`config.mk`:
```
export PLATFORM = sky130hd
export DESIGN_NAME = alu
export DESIGN_NICKNAME = d
export VERILOG_FILES = /design/src/hdl/muldiv_pkg.sv /design/src/hdl/rv32i_types_pkg.sv /design/src/hdl/div_ctrl_if.sv /design/src/hdl/alu.sv /design/src/hdl/divider_control.sv /design/src/hdl/divider.sv /design/src/hdl/array_multiplier.sv
export SDC_FILE = /design/constraint.sdc
export NUM_CORES = 2
export LEC_CHECK = 0
export ABC_AREA = 0
export BUFFER_PORTS_ARGS = -buffer_cell sky130_fd_sc_hd__clkbuf_2
export CORE_MARGIN = 2
export CORE_UTILIZATION = 60
export CTS_CLUSTER_SIZE = 28
export DETAILED_ROUTE_END_ITERATION = 10
export PLACE_DENSITY = 0.77
export SLEW_MARGIN = 20
export SYNTH_ARGS = -nofsm -noshare
export SYNTH_HDL_FRONTEND = slang
export SYNTH_SLANG_ARGS = --single-unit
export TNS_END_PERCENT = 1
```
`constraint.sdc`:
```
create_clock -name clk -period 5.35 [get_ports clk]
set_input_delay 0 -clock clk [delete_from_list [all_inputs] [get_ports clk]]
set_output_delay 0 -clock clk [all_outputs]
set_load 0.03 [all_outputs]
```
`src/hdl/muldiv_pkg.sv`:
```
package muldiv_pkg;

    localparam int xlen = 32;  // Word width

    localparam int div_steps = xlen;  // One shift-subtract per dividend bit

    // Edge counts from the edge that samples start to the edge that raises done
    localparam int mul_latency = 2;              // Product register, result register
    localparam int div_latency = div_steps + 3;  // Load, steps, fixup, result register

    typedef logic [xlen-1:0]   word_t;
    typedef logic [2*xlen-1:0] product_t;  // Full product

    // Step counter, wide enough to hold div_steps itself
    typedef logic [$clog2(div_steps):0] step_cnt_t;

    typedef enum logic [2:0] {
        idle,    // Waiting for a divide
        load,    // Operands captured
        step,    // Shift-subtract iterations
        fixup,   // Signs and special cases applied
        finish   // Result valid, done to alu
    } div_state_e;

endpackage : muldiv_pkg

```
`src/hdl/rv32i_types_pkg.sv`:
```
package rv32i_types_pkg;

    // funct7 field of an R-type instruction
    typedef logic [6:0] funct7_t;

    // Base ALU operation codes.
    // Under funct7_muldiv the same codes select the M extension operations.
    typedef enum logic [2:0] {
        alu_add = 3'b000,  // MUL under M
        alu_sll = 3'b001,  // MULH under M
        alu_sra = 3'b010,  // MULHSU under M
        alu_sub = 3'b011,  // MULHU under M
        alu_xor = 3'b100,  // DIV under M
        alu_srl = 3'b101,  // DIVU under M
        alu_or  = 3'b110,  // REM under M
        alu_and = 3'b111   // REMU under M
    } alu_ops;

    // funct7 value that selects the M extension
    localparam funct7_t funct7_muldiv = 7'b0000001;

endpackage : rv32i_types_pkg
```
`src/hdl/div_ctrl_if.sv`:
```
interface div_ctrl_if;

    logic load;              // Capture magnitudes and sign flags
    logic shift_en;          // Shift next dividend bit into remainder
    logic subtract_trigger;  // Trial subtract, set quotient bit
    logic fixup;             // Sign correction and RISC-V special cases

    // Sequencer side
    modport ctrl (
        output load,
        output shift_en,
        output subtract_trigger,
        output fixup
    );

    // Datapath side
    modport dp (
        input load,
        input shift_en,
        input subtract_trigger,
        input fixup
    );

endinterface : div_ctrl_if

```
`src/hdl/alu.sv`:
```
module alu (
    input  logic                     clk,
    input  logic                     rst_n,
    input  rv32i_types_pkg::alu_ops  aluop,
    input  rv32i_types_pkg::funct7_t funct7,
    input  muldiv_pkg::word_t        a,
    input  muldiv_pkg::word_t        b,
    input  logic                     start,
    output logic                     busy,
    output logic                     done,
    output muldiv_pkg::word_t        f
);

    logic mul_op;     // Live class decode
    logic div_op;
    logic base_op;
    logic a_signed;   // Operand signedness for M operations
    logic b_signed;

    logic signed [muldiv_pkg::xlen:0] a_ext;  // Conditioned multiplier operands
    logic signed [muldiv_pkg::xlen:0] b_ext;

    logic [$clog2(muldiv_pkg::xlen)-1:0] shamt;

    muldiv_pkg::word_t    base_res;
    muldiv_pkg::word_t    mul_res;
    muldiv_pkg::word_t    div_res;
    muldiv_pkg::product_t ans;
    muldiv_pkg::word_t    q;
    muldiv_pkg::word_t    r;

    rv32i_types_pkg::alu_ops op_q;  // Operation held for result selection
    logic mul_pending;              // Product lands this cycle
    logic div_done;

    div_ctrl_if div_bus ();

    // Decode class and signedness from the operation presented with start
    always_comb begin
        mul_op   = 1'b0;
        div_op   = 1'b0;
        a_signed = 1'b0;
        b_signed = 1'b0;
        if (funct7 == rv32i_types_pkg::funct7_muldiv) begin
            case (aluop)
                rv32i_types_pkg::alu_add, rv32i_types_pkg::alu_sll: begin
                    mul_op   = 1'b1;  // MUL, MULH
                    a_signed = 1'b1;
                    b_signed = 1'b1;
                end
                rv32i_types_pkg::alu_sra: begin
                    mul_op   = 1'b1;  // MULHSU
                    a_signed = 1'b1;
                end
                rv32i_types_pkg::alu_sub: begin
                    mul_op = 1'b1;    // MULHU
                end
                rv32i_types_pkg::alu_xor, rv32i_types_pkg::alu_or: begin
                    div_op   = 1'b1;  // DIV, REM
                    a_signed = 1'b1;
                    b_signed = 1'b1;
                end
                default: begin
                    div_op = 1'b1;    // DIVU, REMU
                end
            endcase
        end
    end

    assign base_op = !mul_op && !div_op;

    assign a_ext = {a_signed & a[muldiv_pkg::xlen-1], a};
    assign b_ext = {b_signed & b[muldiv_pkg::xlen-1], b};
    assign shamt = b[$clog2(muldiv_pkg::xlen)-1:0];

    always_comb begin
        case (aluop)
            rv32i_types_pkg::alu_add: base_res = a + b;
            rv32i_types_pkg::alu_sll: base_res = a << shamt;
            rv32i_types_pkg::alu_sra: base_res = muldiv_pkg::word_t'($signed(a) >>> shamt);
            rv32i_types_pkg::alu_sub: base_res = a - b;
            rv32i_types_pkg::alu_xor: base_res = a ^ b;
            rv32i_types_pkg::alu_srl: base_res = a >> shamt;
            rv32i_types_pkg::alu_or:  base_res = a | b;
            default:                  base_res = a & b;
        endcase
    end

    // MUL keeps the low word, the MULH forms the high word
    assign mul_res = (op_q == rv32i_types_pkg::alu_add) ?
                     ans[muldiv_pkg::xlen-1:0] : ans[2*muldiv_pkg::xlen-1:muldiv_pkg::xlen];
    assign div_res = (op_q == rv32i_types_pkg::alu_xor || op_q == rv32i_types_pkg::alu_srl) ?
                     q : r;

    array_multiplier u_mult (
        .clk   (clk),
        .rst_n (rst_n),
        .a     (a_ext),
        .b     (b_ext),
        .ans   (ans)
    );

    divider_control u_div_ctrl (
        .clk   (clk),
        .rst_n (rst_n),
        .start (start && div_op),
        .done  (div_done),
        .ctrl  (div_bus.ctrl)
    );

    divider u_div (
        .clk       (clk),
        .rst_n     (rst_n),
        .dividend  (a),
        .divisor   (b),
        .is_signed (a_signed),
        .dp        (div_bus.dp),
        .q         (q),
        .r         (r)
    );

    always_ff @(posedge clk or negedge rst_n) begin
        if (!rst_n) begin
            done        <= 1'b0;
            busy        <= 1'b0;
            mul_pending <= 1'b0;
        end else begin
            done        <= 1'b0;
            mul_pending <= start && mul_op;
            if (start && base_op) begin
                done <= 1'b1;  // Single-edge operation
            end else if (start) begin
                busy <= 1'b1;
            end
            if (mul_pending || div_done) begin
                done <= 1'b1;
                busy <= 1'b0;
            end
        end
    end

    always_ff @(posedge clk) begin
        if (start) begin
            op_q <= aluop;
        end
        if (start && base_op) begin
            f <= base_res;
        end else if (mul_pending) begin
            f <= mul_res;
        end else if (div_done) begin
            f <= div_res;
        end
    end

    a_no_start_busy: assert property (@(posedge clk) disable iff (!rst_n)
        start |-> !busy);

    a_done_pulse: assert property (@(posedge clk) disable iff (!rst_n)
        done |=> !done);

    a_mul_latency: assert property (@(posedge clk) disable iff (!rst_n)
        (start && mul_op) |-> ##(muldiv_pkg::mul_latency) done);

    a_div_latency: assert property (@(posedge clk) disable iff (!rst_n)
        (start && div_op) |-> ##(muldiv_pkg::div_latency) done);

endmodule : alu

```
`src/hdl/divider_control.sv`:
```
module divider_control (
    input  logic     clk,
    input  logic     rst_n,
    input  logic     start,
    output logic     done,
    div_ctrl_if.ctrl ctrl
);

    muldiv_pkg::div_state_e state;
    muldiv_pkg::div_state_e state_next;
    muldiv_pkg::div_state_e phase;  // What the current cycle does
    muldiv_pkg::step_cnt_t  cnt;    // Steps completed

    // The cycle that carries start is the load phase, so the operands
    // are captured on the same edge that samples start
    always_comb begin
        phase = state;
        if (state == muldiv_pkg::idle && start) begin
            phase = muldiv_pkg::load;
        end
    end

    always_comb begin
        state_next = muldiv_pkg::idle;
        case (phase)
            muldiv_pkg::load: begin
                state_next = muldiv_pkg::step;
            end
            muldiv_pkg::step: begin
                if (cnt == muldiv_pkg::step_cnt_t'(muldiv_pkg::div_steps - 1)) begin
                    state_next = muldiv_pkg::fixup;  // Last iteration this cycle
                end else begin
                    state_next = muldiv_pkg::step;
                end
            end
            muldiv_pkg::fixup: begin
                state_next = muldiv_pkg::finish;
            end
            default: begin
                state_next = muldiv_pkg::idle;  // Idle without start, or finish
            end
        endcase
    end

    always_ff @(posedge clk or negedge rst_n) begin
        if (!rst_n) begin
            state <= muldiv_pkg::idle;
            cnt   <= '0;
        end else begin
            state <= state_next;
            if (phase == muldiv_pkg::load) begin
                cnt <= '0;
            end else if (phase == muldiv_pkg::step) begin
                cnt <= cnt + 1'b1;
            end
        end
    end

    assign ctrl.load             = (phase == muldiv_pkg::load);
    assign ctrl.shift_en         = (phase == muldiv_pkg::step);
    assign ctrl.subtract_trigger = (phase == muldiv_pkg::step);
    assign ctrl.fixup            = (phase == muldiv_pkg::fixup);
    assign done                  = (phase == muldiv_pkg::finish);

    a_cnt_bound: assert property (@(posedge clk) disable iff (!rst_n)
        cnt <= muldiv_pkg::step_cnt_t'(muldiv_pkg::div_steps));

    // Fixup only ever sees a full set of iterations
    a_steps_done: assert property (@(posedge clk) disable iff (!rst_n)
        (state == muldiv_pkg::fixup) |-> (cnt == muldiv_pkg::step_cnt_t'(muldiv_pkg::div_steps)));

endmodule : divider_control

```
`src/hdl/divider.sv`:
```
module divider (
    input  logic              clk,
    input  logic              rst_n,
    input  muldiv_pkg::word_t dividend,
    input  muldiv_pkg::word_t divisor,
    input  logic              is_signed,
    div_ctrl_if.dp            dp,
    output muldiv_pkg::word_t q,
    output muldiv_pkg::word_t r
);

    muldiv_pkg::word_t rem_q;    // Partial remainder
    muldiv_pkg::word_t quo_q;    // Dividend bits shift out, quotient bits shift in
    muldiv_pkg::word_t dvsr_q;   // Divisor magnitude
    muldiv_pkg::word_t quo_shift;
    muldiv_pkg::word_t most_neg;

    logic [muldiv_pkg::xlen:0]   rem_shift;  // Remainder after the shift, one bit wider
    logic [muldiv_pkg::xlen+1:0] trial;      // MSB set means the subtract borrowed

    logic q_neg;     // Quotient needs negation
    logic r_neg;     // Remainder follows dividend sign
    logic div_zero;
    logic ovf;       // Most negative divided by minus one

    assign most_neg = {1'b1, {(muldiv_pkg::xlen - 1){1'b0}}};

    // Bring the next dividend bit into the remainder
    assign rem_shift = dp.shift_en ? {rem_q, quo_q[muldiv_pkg::xlen-1]} : {1'b0, rem_q};
    assign quo_shift = dp.shift_en ? {quo_q[muldiv_pkg::xlen-2:0], 1'b0} : quo_q;
    assign trial     = {1'b0, rem_shift} - {2'b00, dvsr_q};

    // Sign and special-case flags, captured with the operands
    always_ff @(posedge clk or negedge rst_n) begin
        if (!rst_n) begin
            q_neg    <= 1'b0;
            r_neg    <= 1'b0;
            div_zero <= 1'b0;
            ovf      <= 1'b0;
        end else if (dp.load) begin
            q_neg    <= is_signed && (dividend[muldiv_pkg::xlen-1] ^ divisor[muldiv_pkg::xlen-1]);
            r_neg    <= is_signed && dividend[muldiv_pkg::xlen-1];
            div_zero <= (divisor == '0);
            ovf      <= is_signed && (dividend == most_neg) && (divisor == '1);
        end
    end

    always_ff @(posedge clk) begin
        if (dp.load) begin
            rem_q  <= '0;
            quo_q  <= (is_signed && dividend[muldiv_pkg::xlen-1]) ? -dividend : dividend;
            dvsr_q <= (is_signed && divisor[muldiv_pkg::xlen-1]) ? -divisor : divisor;
        end else if (dp.subtract_trigger && !trial[muldiv_pkg::xlen+1]) begin
            rem_q <= trial[muldiv_pkg::xlen-1:0];       // Trial fits, keep it
            quo_q <= {quo_shift[muldiv_pkg::xlen-1:1], 1'b1};
        end else if (dp.shift_en) begin
            rem_q <= rem_shift[muldiv_pkg::xlen-1:0];   // Restore
            quo_q <= quo_shift;
        end else if (dp.fixup) begin
            if (div_zero) begin
                // Remainder already holds the dividend magnitude here
                quo_q <= '1;
                rem_q <= r_neg ? -rem_q : rem_q;
            end else if (ovf) begin
                quo_q <= most_neg;
                rem_q <= '0;
            end else begin
                quo_q <= q_neg ? -quo_q : quo_q;
                rem_q <= r_neg ? -rem_q : rem_q;
            end
        end
    end

    assign q = quo_q;
    assign r = rem_q;

endmodule : divider

```
`src/hdl/array_multiplier.sv`:
```
module array_multiplier (
    input  logic                              clk,
    input  logic                              rst_n,
    input  logic signed [muldiv_pkg::xlen:0]  a,
    input  logic signed [muldiv_pkg::xlen:0]  b,
    output muldiv_pkg::product_t              ans
);

    muldiv_pkg::product_t a_ext;                        // Multiplicand at product width
    muldiv_pkg::product_t rows [muldiv_pkg::xlen+1];    // Partial-product rows
    muldiv_pkg::product_t sum;

    // Sign-extend the 33-bit multiplicand to 64 bits
    assign a_ext = {{(muldiv_pkg::xlen - 1){a[muldiv_pkg::xlen]}}, a};

    // One row per multiplier bit.
    // The top bit of b is its sign, so that row carries negative weight.
    always_comb begin
        for (int i = 0; i < muldiv_pkg::xlen; i++) begin
            rows[i] = b[i] ? (a_ext << i) : '0;
        end
        rows[muldiv_pkg::xlen] = b[muldiv_pkg::xlen] ?
                                 (~(a_ext << muldiv_pkg::xlen) + 1'b1) : '0;
    end

    // Accumulate rows, modulo 2**64 keeps the low product bits exact
    always_comb begin
        sum = '0;
        for (int i = 0; i <= muldiv_pkg::xlen; i++) begin
            sum = sum + rows[i];
        end
    end

    always_ff @(posedge clk or negedge rst_n) begin
        if (!rst_n) begin
            ans <= '0;
        end else begin
            ans <= sum;  // Product register, loads every cycle
        end
    end

endmodule : array_multiplier

```
==> results_dict.tcl <==
set metrics [dict create \
    numCtsBuffers 29 \
    wirelength_um 254000 \
    wl_per_cell_um 29.7 \
    cts_root_buf "clkbuf_16" \
    synthFlopType "edfxtp_1" \
    vias 54600 \
    synth_top_family_by_area "adder cells" \
    yosysUniqueCellTypes 98 \
    io_pins 111 \
    synth_common_cells "inv_1 (1153), fa_1 (1131), nand2_1 (1033)" \
    vias_per_cell 6.38 \
    worst_slack_ps -2270 \
    worstMarginPinSlew_ps 1240 \
    drc 0 \
    die_area_mm2 0.0973 \
    endpoint "u_mult.ans[62]" \
    placementRows 112 \
    violations "setup timing" \
    regToRegSetupSlack_ps 390 \
    grt_pass1_wl_um 374000 \
    clockBufferDepth 3 \
    drt_iter0_drc 7075 \
    die_height_um 312 \
    hold_viol 0 \
    critPathCaptureType "register" \
    fin_worst_skew_ps 20.5 \
    critPathMaxFanout 3 \
    r2r_end "u_div.r[28]" \
    final-setup-viol-count 47 \
    htree_levels 1 \
    status "finished with violations" \
    coreArea_mm2 0.0936 \
    synth-compound-area-share_pct 10.7 \
    path_class "input pin to register" \
    drtPass1Iterations 8 \
    yosys_warnings 0 \
    synthTopCellsByArea "fa_1 (40%), inv_1 (7.6%), nand2_1 (6.8%), ha_1 (6.3%), edfxtp_1 (5.2%)" \
    crit_required_ps 5890 \
    max_stage_delay_ps 590 \
    max_freq_mhz 131 \
    fillers 6752 \
    period_share_pct 142 \
    drive_gt1_share_pct 17.7 \
    netlist_area_mm2 0.0569 \
    die-width_um 312 \
    arrival_ps 8150 \
    fin_crit_ps 7620 \
    crit_top_cell "fa_1" \
    slowest_stage "fa_1" \
    async_flop_share_pct 37.9 \
    rsz0062_at_grt "true" \
    dp_slack_ps -2840 \
    synth_xor_xnor_area_share_pct 4.31 \
    min_path_type "input pin to async pin" \
    place_hpwl_um 208000 \
    synth_top_area_share_pct 39.8 \
    cts_sinks 211 \
    initial_core_util_pct 60.8 \
    grt_pass1_vias 56800 \
    r2r-start "u_div_ctrl.state[0]" \
    final_net_count 8762 \
    synth_nets 8126 \
    antenna_found_initial 33 \
    clk_pin_slew_ps 70 \
    max_cap_violations 0 \
    max_slew_margin_pct 17.1 \
    grt.total_usage_pct 52.8 \
    ant_nets 0 \
    yosysMostFrequentCell "inv_1" \
    area_delta_synth_final_pct 17.7 \
    portBuffers 110 \
    gp_congestion 1.12 \
    synth_edf_count 99 \
    slew_violations 0 \
    cts_tree "yes" \
    yosysTopAreaCell "fa_1" \
    crit_start "a[13]" \
    ys_seq_area_share_pct 9.87 \
    start_kind "input pin" \
    synth-adder-area-share_pct 46.1 \
    grt_max_degree 66 \
    synthMuxAreaShare_pct 3.59 \
    synth-simple-area-share_pct 14.9 \
    ys_seq_elements 211 \
    synth_cells 6633 \
    r2r_cells 15 \
    insertion_delay_ps 650 \
    syn_avg_cell_area_um2 8.58 \
    grt_overflow 0 \
]
==> area by class of cell <==
cell class                 count  area [um2]  share of cell area, %
sequential                   211        5620                   8.39
clock inverter                14         143                  0.213
inverter                    1178        4440                   6.62
timing repair buffer        1030        8560                   12.8
tap                         1254        1570                   2.34
multi-input combinational   4819       45800                   68.4
clock buffer                  40         798                   1.19
antenna                       21        52.6                 0.0785
==> worst max-delay path: cells and delay by family <==
family	cells	cell delay [ps]
adder cells (fa/ha/maj)	9	4300
XOR/XNOR	2	330
AND/OR/NAND/NOR	8	1520
AO/OA/AOI/OAI	7	1300
buffers and inverters	6	680
==> metal layers <==
layer,vias to the layer above,share of wire [%],track usage (%)
li1,22000,-,-
met1,26700,34,64.7
met2,4538,42,76.8
met3,1304,15,19.3
met4,34,9.6,38.8
met5,-,0.090,0
==> placed cells by master (no fill, tap or decap), drive strengths merged, types with 26 or more instances in the layout <==
cell type and count:
clkbuf 143, nor2b 26, mux4 34, nor2 648, buf 919, nand2 1034
a221oi 29, dfxtp 32, o21bai 27, fa 1131, dfrtp 80, a31oi 26
nand4 35, ha 285, edfxtp 99, nand3 63, nand2b 27, a211oi 30
mux2i 95, o211ai 45, mux2 29, xor2 64, inv 1167, a21o 68
o21ai 237, nor3 67, xnor2 214, o22ai 28, a21oi 258, or3 28
==> flip-flops by register name, summed over array words and instances, names as in the netlist <==
name              flops
u_div.r              32
u_div_ctrl.state      3
u_div.div_zero        1
busy                  1
f                    32
u_div.ovf             1
u_div_ctrl.cnt        6
done                  1
u_mult.ans           64
u_div.dvsr_q         32
op_q                  3
mul_pending           1
u_div.r_neg           1
u_div.q_neg           1
u_div.q              32
==> cell families after synthesis <==
kind of cell | after synthesis
compound gates | 946
xor+xnor | 278
fa+ha+maj | 1416
simple gates | 2021
flops | 211
mux | 158
buf+inv | 1603
==> through the flow <==
stage	utilization [%]	instances	setup TNS, ps	instance area [um2]	hold slack, ps
2_1_floorplan	-	6633	-79450	57100	-296
3_3_place_gp	69.9	8478	-100050	65400	224
3_5_place_dp	69.9	8478	-108840	65400	227
4_1_cts	71.4	8546	-64030	66800	4.85
5_1_grt	71.5	8555	-78000	66900	36.8
6_report	71.5	8567	-71530	67000	13.9
==> worst min path at each step <==
stage / startpoint / end / slack, ps / cells after the start
finish: rst_n / u_mult.ans[17] / 10 / 2
global route: b[31] / u_div.div_zero / 40 / 4
CTS: b[31] / u_div.div_zero / 5 / 4
detailed placement: rst_n / u_mult.ans[19] / 230 / 1
global placement: rst_n / u_mult.ans[19] / 220 / 1
floorplan: rst_n / busy / -300 / 0
==> timing repair <==
action | CTS | global route
hold buffers | 8 | 0
gates resized for setup | 72 | 23
endpoints found under the hold margin | 67 | 0
buffers inserted | 6 | 0
pin swaps | 23 | 8
endpoints found under the setup margin | 50 | 48
gates cloned | 0 | 0
Power is not shown: default switching activity piles up to over one toggle a cycle in this logic, so the estimate is an artifact.
